--- config.mk ---
export PLATFORM = sky130hd
export DESIGN_NAME = fc_addr_ctl
export DESIGN_NICKNAME = d
export VERILOG_FILES = /design/src/rtl/fc_addr_pkg.sv /design/src/rtl/fc_addr_ctl.sv /design/src/rtl/fc_layer_walker.sv /design/src/rtl/settle_timer.sv /design/src/rtl/sram_addr_gen.sv
export SDC_FILE = /design/constraint.sdc
export NUM_CORES = 1
export LEC_CHECK = 0
export ABC_AREA = 1
export BUFFER_PORTS_ARGS = -buffer_cell sky130_fd_sc_hd__buf_2
export CAP_MARGIN = 30
export CORE_MARGIN = 5
export CORE_UTILIZATION = 40
export CTS_CLUSTER_DIAMETER = 150
export DETAILED_ROUTE_END_ITERATION = 8
export PLACE_DENSITY_LB_ADDON = 0.08
export SYNTH_ARGS = -nofsm -noshare
export SYNTH_HDL_FRONTEND = slang
export SYNTH_HIERARCHICAL = 1
export SYNTH_SLANG_ARGS = --single-unit
--- constraint.sdc ---
create_clock -name clk -period 8.53 [get_ports clk]
set_clock_uncertainty 0.1 [all_clocks]
set_input_delay 0.853 -clock clk [delete_from_list [all_inputs] [get_ports clk]]
set_output_delay 0.853 -clock clk [all_outputs]
set_load 0.02 [all_outputs]
--- src/rtl/fc_addr_pkg.sv ---
`default_nettype none

package fc_addr_pkg;

    // state codes match the top-level sequencer
    typedef enum logic [2:0] {
        IDLE  = 3'd0,
        CONV1 = 3'd1, // not handled here, same as idle
        CONV2 = 3'd2, // not handled here, same as idle
        CONV3 = 3'd3,
        FC1   = 3'd4,
        FC2   = 3'd5,
        DONE  = 3'd6
    } layer_state_t;

    localparam int         NUM_LAYERS = 3;
    localparam logic [4:0] LAST_CYCLE = 5'd10; // settle count of the write cycle

    typedef logic [15:0] sram_addr_t;

    localparam sram_addr_t BIAS_BASE = 16'd15750; // fc2 bias words in weight sram

    typedef struct packed {
        sram_addr_t act_rd_base;
        sram_addr_t act_wr_base;
        sram_addr_t weight_base;
        logic [6:0] in_last;       // last read position, even
        logic [6:0] out_last;      // last output neuron
        logic [6:0] weight_stride; // weight words per neuron
        logic       packed_lanes;  // four results per word
    } layer_cfg_t;

    // index 0 conv3, 1 fc1, 2 fc2
    localparam layer_cfg_t LAYER_CFG [NUM_LAYERS] = '{
        '{act_rd_base: 16'd592, act_wr_base: 16'd692, weight_base: 16'd1020,
          in_last: 7'd98, out_last: 7'd119, weight_stride: 7'd100, packed_lanes: 1'b1},
        '{act_rd_base: 16'd692, act_wr_base: 16'd722, weight_base: 16'd13020,
          in_last: 7'd28, out_last: 7'd83, weight_stride: 7'd30, packed_lanes: 1'b1},
        '{act_rd_base: 16'd722, act_wr_base: 16'd743, weight_base: 16'd15540,
          in_last: 7'd20, out_last: 7'd9, weight_stride: 7'd21, packed_lanes: 1'b0}
    };

    typedef struct packed {
        logic [3:0] wea;
        sram_addr_t addr;
    } act_port_t;

    typedef struct packed {
        logic [6:0] raddr;
        logic [6:0] neuron;
        logic [1:0] lane;
        logic [4:0] waddr;
        logic       at_end; // raddr sits at in_last
    } walker_status_t;

    typedef struct packed {
        logic [NUM_LAYERS-1:0] enable; // one-hot per walker
        logic [1:0]            layer_idx;
        logic                  active;
        logic                  hold;
        logic                  write;
    } timer_ctl_t;

endpackage

`default_nettype wire

--- src/rtl/fc_addr_ctl.sv ---
`timescale 1ns/1ns
`default_nettype none

module fc_addr_ctl import fc_addr_pkg::*; (
    input  wire          clk,
    input  wire          rst_n,
    input  wire          layer_state_t state,
    output act_port_t    act_port0,
    output sram_addr_t   act_addr1,
    output sram_addr_t   weight_addr0,
    output sram_addr_t   weight_addr1,
    output logic [4:0]   write_count,
    output logic [2:0]   store_case,
    output logic         change_state
);

    timer_ctl_t     ctl;
    walker_status_t status [NUM_LAYERS];
    logic           at_end;

    // active walker's end flag back to the timer
    assign at_end = status[ctl.layer_idx].at_end;

    settle_timer u_timer (
        .clk         (clk),
        .rst_n       (rst_n),
        .state       (state),
        .at_end      (at_end),
        .write_count (write_count),
        .ctl         (ctl)
    );

    // one walker per layer: conv3, fc1, fc2
    for (genvar i = 0; i < NUM_LAYERS; i++) begin : g_layer
        fc_layer_walker #(
            .CFG (LAYER_CFG[i])
        ) u_walker (
            .clk    (clk),
            .rst_n  (rst_n),
            .enable (ctl.enable[i]),
            .hold   (ctl.hold),
            .write  (ctl.write),
            .status (status[i])
        );
    end

    sram_addr_gen u_addr_gen (
        .ctl          (ctl),
        .status       (status),
        .act_port0    (act_port0),
        .act_addr1    (act_addr1),
        .weight_addr0 (weight_addr0),
        .weight_addr1 (weight_addr1),
        .store_case   (store_case),
        .change_state (change_state)
    );

endmodule

`default_nettype wire

--- src/rtl/fc_layer_walker.sv ---
`timescale 1ns/1ns
`default_nettype none

module fc_layer_walker import fc_addr_pkg::*; #(
    parameter layer_cfg_t CFG = LAYER_CFG[0]
) (
    input  wire            clk,
    input  wire            rst_n,
    input  wire            enable,
    input  wire            hold,
    input  wire            write,
    output walker_status_t status
);

    logic [6:0] raddr;  // read position inside the input vector
    logic [6:0] neuron; // current output neuron
    logic [1:0] lane;   // byte lane of the next result
    logic [4:0] waddr;  // word of the next result
    logic       at_end;
    logic       last_neuron;

    assign at_end      = (raddr == CFG.in_last);
    assign last_neuron = (neuron == CFG.out_last);

    // two words per cycle, one from each activation port
    always_ff @(posedge clk) begin
        if (!rst_n) begin
            raddr <= '0;
        end else if (enable) begin
            if (write) begin
                raddr <= '0;
            end else if (!hold && !at_end) begin
                raddr <= raddr + 7'd2;
            end
        end
    end

    always_ff @(posedge clk) begin
        if (!rst_n) begin
            neuron <= '0;
            lane   <= '0;
            waddr  <= '0;
        end else if (enable && write) begin
            if (last_neuron) begin
                // layer finished, next pass starts clean
                neuron <= '0;
                lane   <= '0;
                waddr  <= '0;
            end else begin
                neuron <= neuron + 7'd1;
                if (CFG.packed_lanes) begin
                    lane <= lane + 2'd1; // wraps after lane 3
                    if (lane == 2'd3) begin
                        waddr <= waddr + 5'd1;
                    end
                end else begin
                    waddr <= waddr + 5'd1; // whole word per result
                end
            end
        end
    end

    assign status = '{
        raddr:  raddr,
        neuron: neuron,
        lane:   lane,
        waddr:  waddr,
        at_end: at_end
    };

endmodule

`default_nettype wire

--- src/rtl/settle_timer.sv ---
`timescale 1ns/1ns
`default_nettype none

module settle_timer import fc_addr_pkg::*; (
    input  wire          clk,
    input  wire          rst_n,
    input  wire          layer_state_t state,
    input  wire          at_end,
    output logic [4:0]   write_count,
    output timer_ctl_t   ctl
);

    // layer decode and strobes, all from this cycle's count
    always_comb begin
        ctl = '0;
        case (state)
            CONV3: begin
                ctl.layer_idx = 2'd0;
                ctl.enable[0] = 1'b1;
            end
            FC1: begin
                ctl.layer_idx = 2'd1;
                ctl.enable[1] = 1'b1;
            end
            FC2: begin
                ctl.layer_idx = 2'd2;
                ctl.enable[2] = 1'b1;
            end
            default: ; // idle, conv1, conv2, done
        endcase
        ctl.active = |ctl.enable;
        ctl.write  = (write_count == LAST_CYCLE);
        // inputs exhausted, wait for the datapath to settle
        ctl.hold   = ctl.active && at_end && !ctl.write;
    end

    always_ff @(posedge clk) begin
        if (!rst_n) begin
            write_count <= '0;
        end else if (ctl.write) begin
            write_count <= '0; // one write cycle, then restart
        end else if (ctl.hold) begin
            write_count <= write_count + 5'd1;
        end
    end

endmodule

`default_nettype wire

--- src/rtl/sram_addr_gen.sv ---
`timescale 1ns/1ns
`default_nettype none

module sram_addr_gen import fc_addr_pkg::*; (
    input  wire            timer_ctl_t ctl,
    input  wire            walker_status_t status [NUM_LAYERS],
    output act_port_t      act_port0,
    output sram_addr_t     act_addr1,
    output sram_addr_t     weight_addr0,
    output sram_addr_t     weight_addr1,
    output logic [2:0]     store_case,
    output logic           change_state
);

    walker_status_t sel;
    layer_cfg_t     cfg;

    assign sel = status[ctl.layer_idx];
    assign cfg = LAYER_CFG[ctl.layer_idx];

    always_comb begin
        act_port0    = '0;
        act_addr1    = '0;
        weight_addr0 = '0;
        weight_addr1 = '0;
        store_case   = 3'd0;
        change_state = 1'b0;
        if (ctl.active) begin
            weight_addr0 = sram_addr_t'(sel.raddr)
                         + sram_addr_t'(sel.neuron) * sram_addr_t'(cfg.weight_stride)
                         + cfg.weight_base;
            // fc2 is the only unpacked layer, its bias comes in on port 1
            if (!cfg.packed_lanes && ctl.hold) begin
                weight_addr1 = BIAS_BASE + sram_addr_t'(sel.neuron);
            end else begin
                weight_addr1 = weight_addr0 + 16'd1;
            end

            if (ctl.write) begin
                act_port0.addr = sram_addr_t'(sel.waddr) + cfg.act_wr_base;
                change_state   = (sel.neuron == cfg.out_last);
                if (cfg.packed_lanes) begin
                    case (sel.lane)
                        2'd0: begin
                            act_port0.wea = 4'b0001;
                            store_case    = 3'd4;
                        end
                        2'd1: begin
                            act_port0.wea = 4'b0010;
                            store_case    = 3'd3;
                        end
                        2'd2: begin
                            act_port0.wea = 4'b0100;
                            store_case    = 3'd5;
                        end
                        default: begin
                            act_port0.wea = 4'b1000;
                            store_case    = 3'd6;
                        end
                    endcase
                end else begin
                    act_port0.wea = 4'b1111; // full word
                    store_case    = 3'd4;
                end
            end else begin
                act_port0.addr = sram_addr_t'(sel.raddr) + cfg.act_rd_base;
                act_addr1      = act_port0.addr + 16'd1;
            end
        end
    end

endmodule

`default_nettype wire

==> results by group <==
Global routing
  – Initial antenna violation count: 0
  – First-pass GRT wire length: roughly 39000 um
  – Number of global-route vias before repair: 7616
  – Largest net degree at the start of global routing: 30
  – Grt ovf: 0
  – GRT Total Usage: 19.7%

Cells and area
  – Layout cells sized above 1: 14.6%
  – # diodes: 0
  – Area Growth Syn to Fin: 10.1%
  – Total Nets Final: 1463
  – Core Util, Final: 44.7%
  – Fillers: 2254

Synthesis
  – Post-synth EDFFs: 0
  – Synth top area cells: dfxtp_1, nand2_1, ha_1, inv_1, fa_1
  – Async set-reset flop share out of synthesis: 0%
  – Syn Area/Cell: roughly 6.5 um2
  – Synth area leader: dfxtp_1
  – Syn Inst Count: between 1000 and 1500
  – Seq/Total Area, Yosys: 15.3%
  – Unique masters post-synth: between 50 and 60
  – Share of the synthesized area in the top cell type: roughly 15%
  – Post-Syn Area: 0.00825 mm2
  – Top FF cell, synth: dfxtp_1
  – Yosys reg bits: 63
  – Number of synthesis warnings: 6

Detailed routing
  – DRC: 0
  – Top Layer Used: met4
  – Routed wl met2: 11400 um
  – Drt via density: 4.82
  – Drt first pass iters: 5
  – Wire length on met3: 610 um
  – Post-Route M1 WL: 10900 um
  – WL/cell: around 14 um
  – Antenna-violating nets left: 0
  – DRT iter0 DRCs: ~400
  – Total number of vias: 7778
  – Routed WL: 23200 um

Worst setup path
  – Arrival @ worst endpoint: 6.77 ns
  – CP dominant cell by count: nand2_1
  – FF-to-FF End: g_layer[0].u_walker/neuron[5]
  – Startpoint Class: primary input
  – CP top delay family: adder cells
  – Reg2Reg Depth: 13
  – Crit path kind: primary input to primary output
  – Nature of the critical path endpoint: primary output
  – Crit path largest cell delay: about 0.60 ns
  – Crit Reg-Reg Startpoint: u_timer/write_count[0]
  – Crit-path slowest cell: ha_1
  – Max FO, Critical Path: 17
  – Worst R2R Setup Slack: about 6 ns
  – Worst Path Required: roughly 7.6 ns
  – Sum of buffers and inverters on the critical path: 9

CTS
  – Root Driver: clkbuf_16
  – Largest buffer count on any clock path: 2
  – Post-CTS Resized: 0
  – Hold buffers post-CTS: 0
  – CTS buffer count: 9
  – Worst skew pair latency: about 0.33 ns
  – Clk sinks: 63
  – Clock transition at the registers of the reported paths: roughly 0.060 ns
  – CTS tree: built
  – H-tree levels: 3
  – Post-CTS setup buffers: 0

STA
  – RSZ-0062 raised after global routing: false
  – Worst-Margin Slew: 0.654 ns
  – Relative slew slack: 56.4%
  – Setup_tns: 0 ns
  – Post-route clock period utilization: around nine tenths
  – Setup Viol. Count Final: 0
  – Slew Limit Fails: 0
  – Fin. Hold Viols: 0
  – Max Freq: 129 MHz
  – Fin crit period: 7.73 ns
  – WHS: 0.410 ns

Floorplanning
  – Core area: a little over 0.02 mm2
  – Std-Cell Rows: 52
  – Full die area: around 0.024 mm2
  – Die Y: 154 um
  – Initial core utilization: 40.6%
  – Chip width: 154 um
  – Boundary pin count: 82

Pwr
  – Lkg Pwr: ~0.0049 uW
  – Peak VDD IR: between 0.09 and 0.1 mV
  – Pwr dens: between 100 and 150 mW/mm2

Job
  – Max-cap viol count: 0

Placed design
  – Routability cong.: 0.871
  – Placed wire-length estimate: 19300 um
  – I/O Buffers: 69

Outcome
  – Status: finished, final reports clean

Hold path
  – Hold Crit Start: g_layer[1].u_walker/neuron[6]
  – HP Class: flip-flop to flip-flop
  – Min-Delay Endpoint: g_layer[1].u_walker/neuron[6]
  – Hold Crit Depth: 2
-- cells in the final DEF (no fill, tap or decap), types with 5 or more instances in the layout --
master / instances
inv_1: 241
nand4_1: 17
xnor2_1: 6
nand3_2: 5
o21ai_2: 7
nor3_1: 17
o22ai_1: 7
fa_1: 45
nor2_4: 7
o21ai_1: 14
nand2_1: 267
conb_1: 17
o21ai_0: 25
nand3_1: 69
xor2_1: 17
buf_4: 9
nor3_2: 5
a21oi_1: 58
nand2_2: 21
buf_2: 69
nor2_2: 13
inv_2: 13
a32oi_1: 5
ha_1: 73
nand2_4: 6
nor2_1: 182
clkbuf_16: 9
dfxtp_1: 63
or2_2: 15
-- cells in the mapped netlist (5+ instances only) --
library cell / number
nand2_1: 267
inv_1: 241
nor2_1: 184
ha_1: 73
nand3_1: 69
dfxtp_1: 63
a21oi_1: 58
fa_1: 45
o21ai_0: 25
buf_4: 22
nand2_2: 21
nand4_1: 17
nor3_1: 17
xor2_1: 17
or2_2: 15
o21ai_1: 14
inv_2: 13
nor2_2: 11
clkbuf_1: 10
nor2_4: 7
o21ai_2: 7
o22ai_1: 7
nand2_4: 6
xnor2_1: 6
a32oi_1: 5
nand3_2: 5
nor3_2: 5
-- worst max path at each step --
stage / startpoint / end / slack, ns / depth (start not counted)
finish: state[1] / weight_addr1[15] / 0.80 / 28
global route: state[1] / weight_addr1[15] / 0.33 / 33
CTS: state[1] / weight_addr1[15] / 0.74 / 28
detailed placement: state[1] / weight_addr1[15] / 0.75 / 28
global placement: state[1] / weight_addr1[15] / 0.72 / 27
floorplan: state[1] / weight_addr1[15] / 1.12 / 32
-- worst min-delay path: stages (launching register included) --
cell and delay, ns:
dfxtp_1 0.33, nand2_1 0.07, a21oi_1 0.06
-- cell type report --
class	count	area (um2)	share of cell area (%)
clock inverters	5	57.6	0.634
multi-input cells	930	5800	63.9
well taps	270	338	3.72
flip-flops and latches	63	1260	13.9
clock buffers	11	243	2.67
repair buffers	78	413	4.55
inverters	258	971	10.7
-- where the power goes --
| group | switching (uW) | internal [uW] | leakage (uW) | total [uW] |
|---|---|---|---|---|
| clock network | 136 | 234 | 0.000138 | 369 |
| logic | 345 | 163 | 0.00426 | 508 |
| registers | 2.48 | 296 | 0.000508 | 299 |
| total | 483 | 693 | 0.00491 | 1180 |
-- per-layer routing --
layer / GRT usage (%) / up-vias
li1: - / 4049
met1: 25.5 / 3592
met2: 35.1 / 113
met3: 2.08 / 24
met4: 4.84 / 0
met5: 0 / -
-- through the flow --
stage	setup slack [ns]	cell area, um2	power (uW)	instances
2_1_floorplan	1.12	8300	691	1291
3_3_place_gp	0.718	8780	816	1599
3_5_place_dp	0.750	8780	815	1599
4_1_cts	0.744	9080	1190	1615
5_1_grt	0.331	9080	1270	1615
6_report	0.804	9080	1180	1615
-- cell families (layout without fill, tap and decap cells) --
| family | count (synthesis) | in the layout | share of synthesized area, % |
|---|---|---|---|
| simple gates | 641 | 641 | 35.5 |
| buf+inv | 298 | 352 | 15.0 |
| compound gates | 130 | 130 | 9.34 |
| fa+ha+maj | 118 | 118 | 22.0 |
| flops | 63 | 63 | 15.3 |
| xor+xnor | 24 | 24 | 2.64 |
| other cells | 4 | 17 | 0.182 |
-- sequential cells by signal (all words and copies together), names as in the netlist --
signal / count
g_layer.u_walker/neuron: 21
g_layer.u_walker/lane: 4
u_timer/write_count: 5
g_layer.u_walker/raddr: 18
g_layer.u_walker/waddr: 15
No activity file was read; power rests on OpenSTA's default activity.
